===== src/logic/cpu_macros.svh =====
`ifndef CPU_MACROS_SVH
`define CPU_MACROS_SVH

// Machine word
`define DATA_WIDTH 32

////////////////////
// Primary opcodes
////////////////////
`define OP_SPECIAL 6'h00
`define OP_ADDI    6'h08
`define OP_ADDIU   6'h09
`define OP_ORI     6'h0d
`define OP_LB      6'h20
`define OP_LH      6'h21
`define OP_LW      6'h23
`define OP_LBU     6'h24
`define OP_LHU     6'h25
`define OP_SB      6'h28
`define OP_SH      6'h29
`define OP_SW      6'h2b

// SPECIAL function field
`define FUNCT_ADD  6'h20
`define FUNCT_ADDU 6'h21
`define FUNCT_SUB  6'h22
`define FUNCT_SUBU 6'h23
`define FUNCT_AND  6'h24
`define FUNCT_OR   6'h25
`define FUNCT_SLT  6'h2a

// Cause register exception codes
`define EXC_ADEL 5'd4
`define EXC_ADES 5'd5
`define EXC_RI   5'd10
`define EXC_OV   5'd12

`endif


===== src/logic/excPkg.sv =====
`include "cpu_macros.svh"

package excPkg;

	////////////////////
	// Exception record
	////////////////////
	typedef struct packed
	{
		logic excGet;
		logic [4:0] excCode;
		logic [`DATA_WIDTH-1:0] badAddr;
	} excInfoT;

	// Memory access kind and width
	typedef enum logic [1:0] {accNone, accLoad, accStore} accessT;
	typedef enum logic [1:0] {sizeByte, sizeHalf, sizeWord} sizeT;

	typedef enum logic [2:0] {aluAdd, aluSub, aluAnd, aluOr, aluSlt, aluLui} aluOpT;

	// Decoded instruction class
	typedef struct packed
	{
		aluOpT aluOp;
		logic canOv;
		logic useImm;
		logic signExt;
		accessT access;
		sizeT size;
	} decodeT;

	////////////////////
	// Stage payloads with valid leading
	////////////////////
	typedef struct packed
	{
		logic valid;
		logic [`DATA_WIDTH-1:0] pc;
		logic [`DATA_WIDTH-1:0] instr;
		logic [`DATA_WIDTH-1:0] operandA;
		logic [`DATA_WIDTH-1:0] operandB;
		decodeT dec;
		excInfoT exc;
	} idStageT;

	// Result is the ALU value or the effective address
	typedef struct packed
	{
		logic valid;
		logic [`DATA_WIDTH-1:0] pc;
		logic [`DATA_WIDTH-1:0] result;
		decodeT dec;
		excInfoT exc;
	} exStageT;

endpackage


===== src/logic/stageReg.sv =====
`timescale 1ns/100ps

module stageReg
#(
	parameter type payloadT = logic
)
(
	input logic clk,
	input logic rstN,
	input logic flush,
	input payloadT d,
	output payloadT q
);

	// Valid is the leading field of every payload
	localparam int validBit = $bits(payloadT) - 1;

	////////////////////
	// Register with flush
	////////////////////
	always_ff @(posedge clk or negedge rstN)
	begin
		if (!rstN)
		begin
			q <= '0;
		end
		else if (flush)
		begin
			// Squash the younger instruction
			q <= '0;
		end
		else
		begin
			q <= d;
		end
	end

	// Downstream stages qualify everything with this bit
	validKnown: assert property (@(posedge clk) disable iff (!rstN)
		!$isunknown(q[validBit]))
		else $error("stage valid bit is unknown");

endmodule


===== src/logic/decodeExcChecker.sv =====
`timescale 1ns/100ps
`include "cpu_macros.svh"

module decodeExcChecker
(
	input logic [`DATA_WIDTH-1:0] pc,
	input logic [`DATA_WIDTH-1:0] instr,
	output excPkg::decodeT dec,
	output excPkg::excInfoT exc
);
	import excPkg::*;

	logic [5:0] opcode;
	logic [5:0] funct;
	logic known;

	assign opcode = instr[31:26];
	assign funct = instr[5:0];

	////////////////////
	// Instruction class
	////////////////////
	always_comb
	begin
		dec = '0;
		known = 1'b1;
		case (opcode)
			`OP_SPECIAL:
			begin
				case (funct)
					`FUNCT_ADD:
					begin
						dec.aluOp = aluAdd;
						dec.canOv = 1'b1;
					end
					`FUNCT_ADDU: dec.aluOp = aluAdd;
					`FUNCT_SUB:
					begin
						dec.aluOp = aluSub;
						dec.canOv = 1'b1;
					end
					`FUNCT_SUBU: dec.aluOp = aluSub;
					`FUNCT_AND: dec.aluOp = aluAnd;
					`FUNCT_OR: dec.aluOp = aluOr;
					`FUNCT_SLT: dec.aluOp = aluSlt;
					default: known = 1'b0;
				endcase
			end
			`OP_ADDI, `OP_ADDIU:
			begin
				dec.aluOp = aluAdd;
				dec.canOv = (opcode == `OP_ADDI);
				dec.useImm = 1'b1;
				dec.signExt = 1'b1;
			end
			`OP_ORI:
			begin
				// Zero-extended immediate
				dec.aluOp = aluOr;
				dec.useImm = 1'b1;
			end
			`OP_LB, `OP_LBU, `OP_LH, `OP_LHU, `OP_LW, `OP_SB, `OP_SH, `OP_SW:
			begin
				// Base plus signed offset
				dec.aluOp = aluAdd;
				dec.useImm = 1'b1;
				dec.signExt = 1'b1;
				dec.access = opcode[3] ? accStore : accLoad;
				case (opcode[1:0])
					2'b00: dec.size = sizeByte;
					2'b01: dec.size = sizeHalf;
					default: dec.size = sizeWord;
				endcase
			end
			default: known = 1'b0;
		endcase
	end

	// Fetch fault beats reserved instruction
	always_comb
	begin
		exc = '0;
		if (pc[1:0] != 2'b00)
		begin
			exc.excGet = 1'b1;
			exc.excCode = `EXC_ADEL;
			exc.badAddr = pc;
		end
		else if (!known)
		begin
			exc.excGet = 1'b1;
			exc.excCode = `EXC_RI;
		end
	end

endmodule


===== src/logic/executeAlu.sv =====
`timescale 1ns/100ps
`include "cpu_macros.svh"

module executeAlu
(
	input logic [`DATA_WIDTH-1:0] operandA,
	input logic [`DATA_WIDTH-1:0] operandB,
	input logic [`DATA_WIDTH-1:0] instr,
	input excPkg::decodeT dec,
	output logic [`DATA_WIDTH-1:0] result,
	output logic overflow
);
	import excPkg::*;

	localparam int topBit = `DATA_WIDTH - 1;

	logic [`DATA_WIDTH-1:0] imm;
	logic [`DATA_WIDTH-1:0] srcB;
	logic [`DATA_WIDTH-1:0] addB;
	logic [`DATA_WIDTH-1:0] sum;
	logic isSub;

	////////////////////
	// Operand select
	////////////////////
	assign imm = dec.signExt ? {{(`DATA_WIDTH-16){instr[15]}}, instr[15:0]}
		: {{(`DATA_WIDTH-16){1'b0}}, instr[15:0]};
	assign srcB = dec.useImm ? imm : operandB;

	// SLT compares through the subtractor
	assign isSub = (dec.aluOp == aluSub) || (dec.aluOp == aluSlt);

	////////////////////
	// Shared adder that also forms addresses
	////////////////////
	assign addB = isSub ? ~srcB : srcB;
	assign sum = operandA + addB + {{(`DATA_WIDTH-1){1'b0}}, isSub};

	// Same-sign inputs giving a different-sign sum
	assign overflow = (operandA[topBit] == addB[topBit]) && (sum[topBit] != operandA[topBit]);

	always_comb
	begin
		case (dec.aluOp)
			aluAnd: result = operandA & srcB;
			aluOr: result = operandA | srcB;
			aluSlt:
			begin
				// Signed less-than corrected for overflow
				result = {{(`DATA_WIDTH-1){1'b0}}, sum[topBit] ^ overflow};
			end
			aluLui: result = {srcB[15:0], 16'b0};
			default: result = sum;
		endcase
	end

endmodule


===== src/logic/executeExcChecker.sv =====
`timescale 1ns/100ps
`include "cpu_macros.svh"

module executeExcChecker
(
	input excPkg::excInfoT preExc,
	input excPkg::decodeT dec,
	input logic [`DATA_WIDTH-1:0] result,
	input logic overflow,
	output excPkg::excInfoT exc
);
	import excPkg::*;

	logic isLoad;
	logic isStore;

	assign isLoad = (dec.access == accLoad);
	assign isStore = (dec.access == accStore);

	////////////////////
	// Priority merge
	////////////////////
	always_comb
	begin
		exc = '0;
		if (preExc.excGet)
		begin
			// Older fault from decode
			exc = preExc;
		end
		else if (dec.canOv && overflow)
		begin
			exc.excGet = 1'b1;
			exc.excCode = `EXC_OV;
		end
		else if (isStore && overflow)
		begin
			// Address adder wrapped
			exc.excGet = 1'b1;
			exc.excCode = `EXC_ADES;
			exc.badAddr = result;
		end
		else if (isLoad && overflow)
		begin
			exc.excGet = 1'b1;
			exc.excCode = `EXC_ADEL;
			exc.badAddr = result;
		end
	end

endmodule


===== src/logic/memoryExcChecker.sv =====
`timescale 1ns/100ps
`include "cpu_macros.svh"

module memoryExcChecker
(
	input excPkg::excInfoT preExc,
	input excPkg::accessT access,
	input excPkg::sizeT size,
	input logic [`DATA_WIDTH-1:0] addr,
	output excPkg::excInfoT exc
);
	import excPkg::*;

	logic misaligned;

	////////////////////
	// Alignment check
	////////////////////
	always_comb
	begin
		case (size)
			sizeHalf: misaligned = addr[0];
			sizeWord: misaligned = (addr[1:0] != 2'b00);
			// Bytes are always aligned
			default: misaligned = 1'b0;
		endcase
	end

	always_comb
	begin
		exc = preExc;
		if (!preExc.excGet && (access != accNone) && misaligned)
		begin
			exc.excGet = 1'b1;
			exc.excCode = (access == accStore) ? `EXC_ADES : `EXC_ADEL;
			exc.badAddr = addr;
		end
	end

endmodule


===== src/logic/cp0Exc.sv =====
`timescale 1ns/100ps
`include "cpu_macros.svh"

module cp0Exc
(
	input logic clk,
	input logic rstN,
	input logic valid,
	input logic [`DATA_WIDTH-1:0] pc,
	input logic [`DATA_WIDTH-1:0] result,
	input excPkg::excInfoT exc,
	output logic flush,
	output logic retireValid,
	output logic [`DATA_WIDTH-1:0] retirePc,
	output logic [`DATA_WIDTH-1:0] retireResult,
	output logic excTaken,
	output logic [`DATA_WIDTH-1:0] epc,
	output logic [`DATA_WIDTH-1:0] badVAddr,
	output logic [4:0] excCode
);

	logic retireNow;
	logic addrFault;

	// Faulting instruction in memory kills both younger ones
	assign flush = valid && exc.excGet;
	assign retireNow = valid && !exc.excGet;

	// Only address errors touch BadVAddr
	assign addrFault = (exc.excCode == `EXC_ADEL) || (exc.excCode == `EXC_ADES);

	////////////////////
	// Control and CP0 registers
	////////////////////
	always_ff @(posedge clk or negedge rstN)
	begin
		if (!rstN)
		begin
			retireValid <= 1'b0;
			excTaken <= 1'b0;
			epc <= '0;
			badVAddr <= '0;
			excCode <= '0;
		end
		else
		begin
			retireValid <= retireNow;
			excTaken <= flush;
			if (flush)
			begin
				epc <= pc;
				excCode <= exc.excCode;
				if (addrFault)
					badVAddr <= exc.badAddr;
			end
		end
	end

	// Retire payload
	always_ff @(posedge clk)
	begin
		if (retireNow)
		begin
			retirePc <= pc;
			retireResult <= result;
		end
	end

	// The flushed slot behind an exception stays silent
	flushSquashes: assert property (@(posedge clk) disable iff (!rstN)
		excTaken |=> !(excTaken || retireValid))
		else $error("flushed instruction produced an event after an exception");

endmodule


===== src/logic/excPipeTop.sv =====
`timescale 1ns/100ps
`include "cpu_macros.svh"

module excPipeTop
(
	input logic clk,
	input logic rstN,
	input logic inValid,
	input logic [`DATA_WIDTH-1:0] inPc,
	input logic [`DATA_WIDTH-1:0] inInstr,
	input logic [`DATA_WIDTH-1:0] inOperandA,
	input logic [`DATA_WIDTH-1:0] inOperandB,
	output logic retireValid,
	output logic [`DATA_WIDTH-1:0] retirePc,
	output logic [`DATA_WIDTH-1:0] retireResult,
	output logic excTaken,
	output logic [`DATA_WIDTH-1:0] epc,
	output logic [`DATA_WIDTH-1:0] badVAddr,
	output logic [4:0] excCode
);
	import excPkg::*;

	idStageT idD;
	idStageT idQ;
	exStageT exD;
	exStageT exQ;
	decodeT decDec;
	excInfoT decExc;
	excInfoT exExc;
	excInfoT memExc;
	logic [`DATA_WIDTH-1:0] aluResult;
	logic aluOverflow;
	logic flush;

	////////////////////
	// Decode
	////////////////////
	decodeExcChecker uDecode (.pc(inPc), .instr(inInstr), .dec(decDec), .exc(decExc));

	assign idD = '{valid: inValid, pc: inPc, instr: inInstr, operandA: inOperandA,
		operandB: inOperandB, dec: decDec, exc: decExc};

	stageReg #(.payloadT(idStageT)) uIdEx (.clk(clk), .rstN(rstN), .flush(flush),
		.d(idD), .q(idQ));

	////////////////////
	// Execute
	////////////////////
	executeAlu uAlu (.operandA(idQ.operandA), .operandB(idQ.operandB), .instr(idQ.instr),
		.dec(idQ.dec), .result(aluResult), .overflow(aluOverflow));

	executeExcChecker uExExc (.preExc(idQ.exc), .dec(idQ.dec), .result(aluResult),
		.overflow(aluOverflow), .exc(exExc));

	assign exD = '{valid: idQ.valid, pc: idQ.pc, result: aluResult, dec: idQ.dec, exc: exExc};

	stageReg #(.payloadT(exStageT)) uExMem (.clk(clk), .rstN(rstN), .flush(flush),
		.d(exD), .q(exQ));

	////////////////////
	// Memory and CP0
	////////////////////
	memoryExcChecker uMemExc (.preExc(exQ.exc), .access(exQ.dec.access), .size(exQ.dec.size),
		.addr(exQ.result), .exc(memExc));

	cp0Exc uCp0 (.clk(clk), .rstN(rstN), .valid(exQ.valid), .pc(exQ.pc), .result(exQ.result),
		.exc(memExc), .flush(flush), .retireValid(retireValid), .retirePc(retirePc),
		.retireResult(retireResult), .excTaken(excTaken), .epc(epc), .badVAddr(badVAddr),
		.excCode(excCode));

endmodule


===== config.mk =====
export PLATFORM = sky130hd
export DESIGN_NAME = excPipeTop
export DESIGN_NICKNAME = d
export VERILOG_FILES = /design/src/logic/excPkg.sv /design/src/logic/stageReg.sv /design/src/logic/decodeExcChecker.sv /design/src/logic/executeAlu.sv /design/src/logic/executeExcChecker.sv /design/src/logic/memoryExcChecker.sv /design/src/logic/cp0Exc.sv /design/src/logic/excPipeTop.sv
export VERILOG_INCLUDE_DIRS = /design/src /design/src/logic
export SDC_FILE = /design/constraint.sdc
export NUM_CORES = 1
export LEC_CHECK = 0
export BUFFER_PORTS_ARGS = -buffer_cell sky130_fd_sc_hd__buf_2
export CORE_MARGIN = 3
export CORE_UTILIZATION = 40
export CTS_CLUSTER_DIAMETER = 100
export DETAILED_ROUTE_END_ITERATION = 8
export PLACE_DENSITY = 0.6
export SLEW_MARGIN = 20
export SYNTH_ARGS = -nofsm -noshare
export SYNTH_HDL_FRONTEND = slang
export SYNTH_SLANG_ARGS = --single-unit

===== constraint.sdc =====
create_clock -name clk -period 3.5 [get_ports clk]
set_input_delay 0.35 -clock clk [delete_from_list [all_inputs] [get_ports clk]]
set_output_delay 0.35 -clock clk [all_outputs]
set_load 0.05 [all_outputs]

==> results of run 1 <==
-- power by group --
group	switching [mW]	internal [mW]	total (mW)
registers	0.629	6.16	6.79
clock network	1.73	2.30	4.03
logic	5.39	3.07	8.46
-- synth_stat cells, drive strengths merged, types with 3 or more instances --
cell type	number	area share [%]
dfrtp	334	49
nand2	170	3.7
and2	162	5.9
a21oi	94	2.8
nor2	93	2.0
clkbuf	66	1.5
edfxtp	64	11
o21ai	61	1.8
mux2i	43	2.5
nor2b	41	1.5
ha	37	2.7
xnor2	37	1.9
a22o	32	1.6
buf	20	0.69
xor2	18	0.92
inv	17	0.37
nor3	17	0.50
a21o	14	0.62
a31oi	14	0.51
maj3	14	0.82
mux2	12	0.81
nand3	12	0.35
o211ai	12	0.53
nor4	11	0.49
nand2b	10	0.37
o21a	10	0.44
a22oi	7	0.31
and3	7	0.26
a211oi	6	0.29
nand4	6	0.22
o21bai	6	0.26
or3	6	0.22
a2111oi	5	0.26
a32o	4	0.23
o22ai	4	0.15
or4	4	0.18
a211o	3	0.15
-- final cells by class --
cell class	instances	area (sq um)	share of cell area, %
flip-flops and latches	398	10300	46.0
multi-input cells	1007	6830	30.6
repair buffers	468	3240	14.5
clock buffers	63	1170	5.23
well taps	539	674	3.02
clock inverters	9	72.6	0.325
inverters	18	67.6	0.303
-- worst min-delay path by stage --
stage | to | cells past startpoint
2_1_floorplan | uCp0.badVAddr[0] | 0
3_3_place_gp | uCp0.epc[7] | 1
3_5_place_dp | uCp0.epc[7] | 1
4_1_cts | uIdEx.q[49] | 2
5_1_grt | uIdEx.q[122] | 2
6_report | uIdEx.q[122] | 2
-- worst max-delay path: cells and delay by family, from the launching register on --
family | cells | cell delay (ps)
adders and majority gates | 1 | 320
DFF | 1 | 400
buffers and inverters | 3 | 480
xor gates and xnor gates | 2 | 340
muxes | 1 | 310
and+or+nand+nor | 2 | 230
AOI/OAI and AO/OA | 5 | 1200
-- cell families after synthesis --
kind of cell | share of synthesized area (%)
DFF | 60.2
AOI/OAI and AO/OA | 11.3
buffers and inverters | 2.53
adders and majority gates | 3.65
xor gates and xnor gates | 2.82
other | 0.0220
and+or+nand+nor | 16.1
muxes | 3.35
-- flip-flops by register name (all words and copies together), names as in the netlist --
signal and count:
uIdEx.q 158, uExMem.q 106, uCp0.badVAddr 32, uCp0.epc 32
uCp0.retirePc 32, uCp0.retireResult 32, uCp0.excCode 4, uCp0.excTaken 1
uCp0.retireValid 1
-- cell usage in the layout, fill, tap and decap left out, drive strengths merged, types with 18 or more instances in the layout --
master       Yosys  routed
edfxtp          64      64
dlygate4sd3      0      63
ha              37      37
and2           162     162
dfrtp          334     334
xor2            18      18
nor2            93      93
buf             20     403
clkbuf          66      65
mux2i           43      43
xnor2           37      37
nand2          170     170
o21ai           61      61
inv             17      19
a21oi           94      94
nor2b           41      41
a22o            32      32
-- per-layer routing --
metal	vias to the layer above	track usage, %
met2	314	31.1
met1	6041	28.5
met5	-	0
met4	0	6.63
met3	77	2.78
li1	6029	-
-- what timing repair did --
item / CTS / global route
endpoints found under the hold margin: 139 / 0
buffers inserted: 2 / 22
hold buffers: 63 / 0
gates cloned: 0 / 4
endpoints found under the setup margin: 32 / 51
pin swaps: 4 / 31
resized for setup: 19 / 90
-- through the flow --
stage | instances | TNS, ps | worst slack, ps | utilization [%]
finish | 2502 | 0 | 86.8 | 53.1
global route | 2502 | -1420 | -89.2 | 53.1
CTS | 2478 | -15.7 | -11.4 | 51.7
detailed placement | 2341 | -816 | -115 | 47.0
global placement | 2341 | -166 | -108 | 47.0
floorplan | 1509 | 0 | 19.4 | -
==> out/qor.yml, run 1 <==
num_rows: 75
synth-seq-cells: 398
p_leak_nw: 10.2
ant_nets: 0
initial_core_util_pct: 40.6
r2r_setup_slack_ps: 90
status: "completed"
via_per_inst: 4.98
async_flop_share_pct: 83.9
path_clk_slew_ps: 60
crit_required_ps: 3930
finalCriticalPeriod_ps: 3410
die_area_sq_mm: 0.0452
cts_tree: "yes"
drc: 0
layout-drive-gt1-share_pct: 28.4
route.met2.wl_mm: 21.0
clockBufferDepth: 3
r2r_end: "uExMem.q[15]"
grt_pass1_vias: 12200
grt_max_degree: 101
synth_area_per_cell_sq_um: 11.3
fmax_ghz: 0.293
place_congestion: 0.884
min_period_over_period_pct: 97.5
synthFlopType: "dfrtp_1"
die_height_um: 213
cap_violations: 0
final_area_sq_mm: 0.0223
worstReg2RegStart: "uIdEx.q[43]"
power.density_mw_per_mm2: 863
drv_slew: 0
critPathSlowestCell: "dfrtp_1"
wl_met3_mm: 2.12
seq_area_frac_synth_pct: 60.2
via_count: 12500
crit_fanout: 10
dp_hpwl_mm: 32.5
cts_buffers: 40
setup_violations: 0
worstMarginPinSlew_ps: 1010
core_sq_mm: 0.0420
synthCells: 1509
htreeDepth: 2
cp-endpoint: "uExMem.q[15]"
cp_slowest_stage_delay_ps: 400
yosysWarnings: 0
peakVddDrop_mv: 0.517
post_drt_wl_per_cell_um: 18.3
place_area_sq_mm: 0.0198
root_buffer: "clkbuf_16"
slew_headroom_pct: 32.7
path_class: "flip-flop to flip-flop"
reg2reg_depth: 14
hold_start: "inInstr[10]"
wl_met1_mm: 21.3
grt_pass1_wl_mm: 69.3
dr.pass1.iters: 5
clk_latency_ps: 550
hold_class: "input pin to flip-flop"
rsz0062_at_grt: "true"
skew_ps: 12.3
num_io_pins: 266
drt_iter0_drc: 720
overflow: 0
syn_area_sq_mm: 0.0171
synth_edf_count: 64
power_mw: 19.3
fill_cells: 3721
finalWirelength_mm: 45.7
antenna_found_initial: 1
track_usage_pct: 19.8
area_delta_synth_final_pct: 30.7
clock-sinks: 398
path_cells: "buf_12 -> buf_6 -> mux2_4 -> xor2_2 -> ha_1 -> and3_1 -> a221o_1 -> o211ai_1 -> buf_4 -> nand2_4 -> a31oi_4 -> xor2_1 -> o22ai_2 -> a32o_1"
top_layer: "met4"
port-buffer-count: 254
finalHoldViolations: 0
fin_nets: 2102
cp.arrival_ps: 3840
syn_nets: 1678
critPathLaunch: "uIdEx.q[43]"
endpoint_kind: "flip-flop"
fp.dieW_um: 213
diodes: 0
synth_cell_types: 74
start_kind: "flip-flop"
fin_hold_ws_ps: 26.3
Power figures use the tool's default switching activity.
==> inputs of run 2 (changes only) <==
--- a/config.mk
+++ b/config.mk
@@ -6,6 +6,7 @@
 export SDC_FILE = /design/constraint.sdc
 export NUM_CORES = 1
 export LEC_CHECK = 0
+export ABC_AREA = 1
 export BUFFER_PORTS_ARGS = -buffer_cell sky130_fd_sc_hd__buf_2
 export CORE_MARGIN = 3
 export CORE_UTILIZATION = 40
==> run 2 against run 1 <==
  * Register-to-register slack improved by 80 ps
  * Total power decreased by 3.5%
  * Worst hold slack got worse by 1.9 ps
  * Non-clock buffer count decreased by 55
  * First-iteration DRC count increased by 16%
  * Global-route usage increased by 2.1 points
  * Combinational power decreased by 9.9%
  * Critical endpoint is now uExMem.q[13]
  * Largest power group unchanged
  * Highest routed layer unchanged
==> out/qor.yml, run 2 <==
status: "completed"
hold_class: "input pin to flip-flop"
synth_area_leaders: "dfrtp_1 48%, edfxtp_1 11%, nand2_1 8.9%, nor2_1 6.4%, inv_1 5.5%"
min_period_over_period_pct: 95.2  # -2.4 points
dp_cells: 2738  # +17%
regArea_sq_mm: 0.0103  # unchanged
cts_tree: "yes"
largest_reg_flops: 158  # unchanged
num_rows: 75  # unchanged
async_flop_share_pct: 83.9  # unchanged
setup_ws_ps: 170  # +82.7 ps
die_height_um: 214  # +0.52%
power.density_mw_per_mm2: 850  # -1.5%
place_congestion: 0.979  # +11%
clockBufferDepth: 3  # unchanged
grt_max_degree: 120  # +19%
yosysMostFrequentCell: "nand2_1"
synth_top_area_share_pct: 48.4  # -0.52 points
grt_pass1_vias: 13500  # +11%
seq_area_frac_synth_pct: 59.5  # -0.64 points
top_register: "uIdEx.q"
endpoint_kind: "flip-flop"
die_area_sq_mm: 0.0457  # +1.0%
fill_cells: 3953  # +6.2%
top_regs: "uIdEx.q: 158 flops, uExMem.q: 106 flops"
skew_ps: 22.5  # +10.1 ps
cap_violations: 0  # unchanged
synth-seq-cells: 398  # unchanged
num_io_pins: 266  # unchanged
antenna_found_initial: 0  # -1
cp.arrival_ps: 3770  # -70 ps
path_class: "flip-flop to flip-flop"
cp_slowest_stage_delay_ps: 410  # about the same
dp_hpwl_mm: 36.2  # +11%
worstMarginPinSlew_ps: 875  # -135 ps
area_delta_synth_final_pct: 26.7
yosysWarnings: 0  # unchanged
critPathBufInv: 2  # -1
ant_nets: 0  # unchanged
crit_fanout: 28  # +18
syn_area_sq_mm: 0.0173  # +1.1%
synthFlopType: "dfrtp_1"
grt_pass1_wl_mm: 76.6  # +11%
synth_edf_count: 64  # unchanged
pre_cts_ws_ps: -17.2  # +98.0 ps
yosysTopAreaCell: "dfrtp_1"
syn_nets: 2054  # +22%
dr.pass1.iters: 5  # unchanged
via_per_inst: 4.75  # -4.5%
cp_top_family: "simple AND/OR/NAND/NOR gates"
fin_nets: 2441  # +16%
r2r_setup_slack_ps: 170  # +80 ps
peakVddDrop_mv: 0.392  # -24%
crit_required_ps: 3940  # about the same
path_clk_slew_ps: 60  # about the same
finalCriticalPeriod_ps: 3330  # -82.7 ps
initial_core_util_pct: 40.8  # +0.16 points
layout_common_cells: "408 x nand2_1, 334 x dfrtp_1, 290 x nor2_1"
final_area_sq_mm: 0.0219  # -2.1%
via_count: 13700  # +9.9%
fmax_ghz: 0.300  # +2.5%
path_cells: "buf_6 -> nand2_1 -> nand2_1 -> xor2_1 -> ha_1 -> a21oi_1 -> o21ai_0 -> a21oi_2 -> nand2_2 -> nand2_4 -> nand2_4 -> nand2_4 -> nand4_2 -> nand2_4 -> nor2_8 -> buf_12 -> nand2_1 -> nand2_1"
clock-sinks: 398  # unchanged
fin_tns_setup_ps: 0  # unchanged
slew_headroom_pct: 41.5  # +8.8 points
synthCells: 1885  # +25%
root_buffer: "clkbuf_16"
port-buffer-count: 254  # unchanged
drt_iter0_drc: 834  # +16%
start_kind: "flip-flop"
setup_violations: 0  # unchanged
layout-drive-gt1-share_pct: 21.0  # -7.4 points
p_leak_nw: 11.1  # +9.4%
cts_buffers: 42  # +5.0%
drv_slew: 0  # unchanged
synth_cell_types: 57  # -23%
multi_input_area_sq_mm: 0.00586  # -14%
fp.dieW_um: 214  # +0.52%
htreeDepth: 2  # unchanged
power_mw: 18.6  # -3.5%
layout_commonest_cell: "nand2_1"
overflow: 0  # unchanged
finalHoldViolations: 0  # unchanged
clk_latency_ps: 560  # about the same
finalWirelength_mm: 50.1  # +9.5%
drc: 0  # unchanged
track_usage_pct: 21.9  # +2.1 points
critPathSlowestCell: "dfrtp_1"
synth_area_per_cell_sq_um: 9.16  # -19%
synth_commonest_cells: "410 x nand2_1, 334 x dfrtp_1, 295 x nor2_1"
final_cells: 2880  # +15%
core_sq_mm: 0.0423  # +0.67%
post_drt_wl_per_cell_um: 17.4  # -4.8%
place_area_sq_mm: 0.0197  # -0.31%
[run 2: cell types whose count changed in the layout (fill, tap and decap cells not counted), sizes merged, moves of 49 or more]
cell   delta
and2    -162
nor2    +205
inv     +245
buf      -49
nand3    +74
nand2   +249
[run 2: routing by layer]
metal,up-vias,share of wire (%),GRT usage (%)
met5,-,0,0
met4,0,2.9,7.06
met3,71,5.0,3.09
met2,346,46,34.8
met1,6554,46,31.4
li1,6721,-,-
[run 2: timing repair]
action / CTS / global route
resized for setup: 2 / 45
pin swaps: 2 / 7
hold buffers: 59 / 0
setup buffers: 2 / 4
cloned: 1 / 1
setup endpoints to repair: 32 / 43
hold endpoints to repair: 148 / 0
[run 2: where the power goes]
part	internal, mW	switching, mW
logic	2.21	5.40
registers	6.15	0.664
clock network	2.41	1.76
total	10.8	7.83
[run 2: kinds of logic after synthesis]
logic type | Yosys count | share of synthesized area (%)
compound gates | 230 | 7.73
xor+xnor | 44 | 2.28
fa+ha+maj | 39 | 2.86
buf+inv | 334 | 7.63
flops | 398 | 59.5
other cells | 1 | 0.0217
simple gates | 839 | 20.0
[run 2: cell type report]
type                    count  area share [%]
repair inverters            1          0.0343
diodes                      1          0.0114
flip-flops and latches    398            47.0
inverters                 262            4.54
repair buffers            413            12.4
multi-input cells        1154            26.8
clock buffers              62            5.38
well taps                 577            3.30
clock inverters            12           0.521
[run 2: worst reg2reg max path, cell delays in order, from the launching register on]
cell and delay, ps:
dfrtp_1 410, buf_6 250, nand2_1 80, nand2_1 200, xor2_1 240, ha_1 330, a21oi_1 270, o21ai_0 170
a21oi_2 240, nand2_2 120, nand2_4 120, nand2_4 60, nand2_4 80, nand4_2 130, nand2_4 180, nor2_8 40
buf_12 150, nand2_1 90, nand2_1 60
[run 2: final timing paths]
kind                               from                 to  depth (start not counted)
setup / recovery            uIdEx.q[43]       uExMem.q[13]                         18
hold / removal                  inPc[6]         uIdEx.q[6]                          3
setup reg to reg            uIdEx.q[43]       uExMem.q[13]                         18
hold reg to reg            uExMem.q[94]  uCp0.retirePc[14]                          0
max in group asynchronous          rstN        uIdEx.q[85]                          3
min in group asynchronous          rstN        uIdEx.q[91]                          2
[run 2: through the flow]
| step | utilization (%) | hold slack [ps] |
|---|---|---|
| finish | 51.7 | 24.3 |
| global route | 51.7 | 5.51 |
| CTS | 51.2 | 0.254 |
| detailed placement | 46.6 | 421 |
| global placement | 46.6 | 413 |
| floorplan | - | 54.4 |
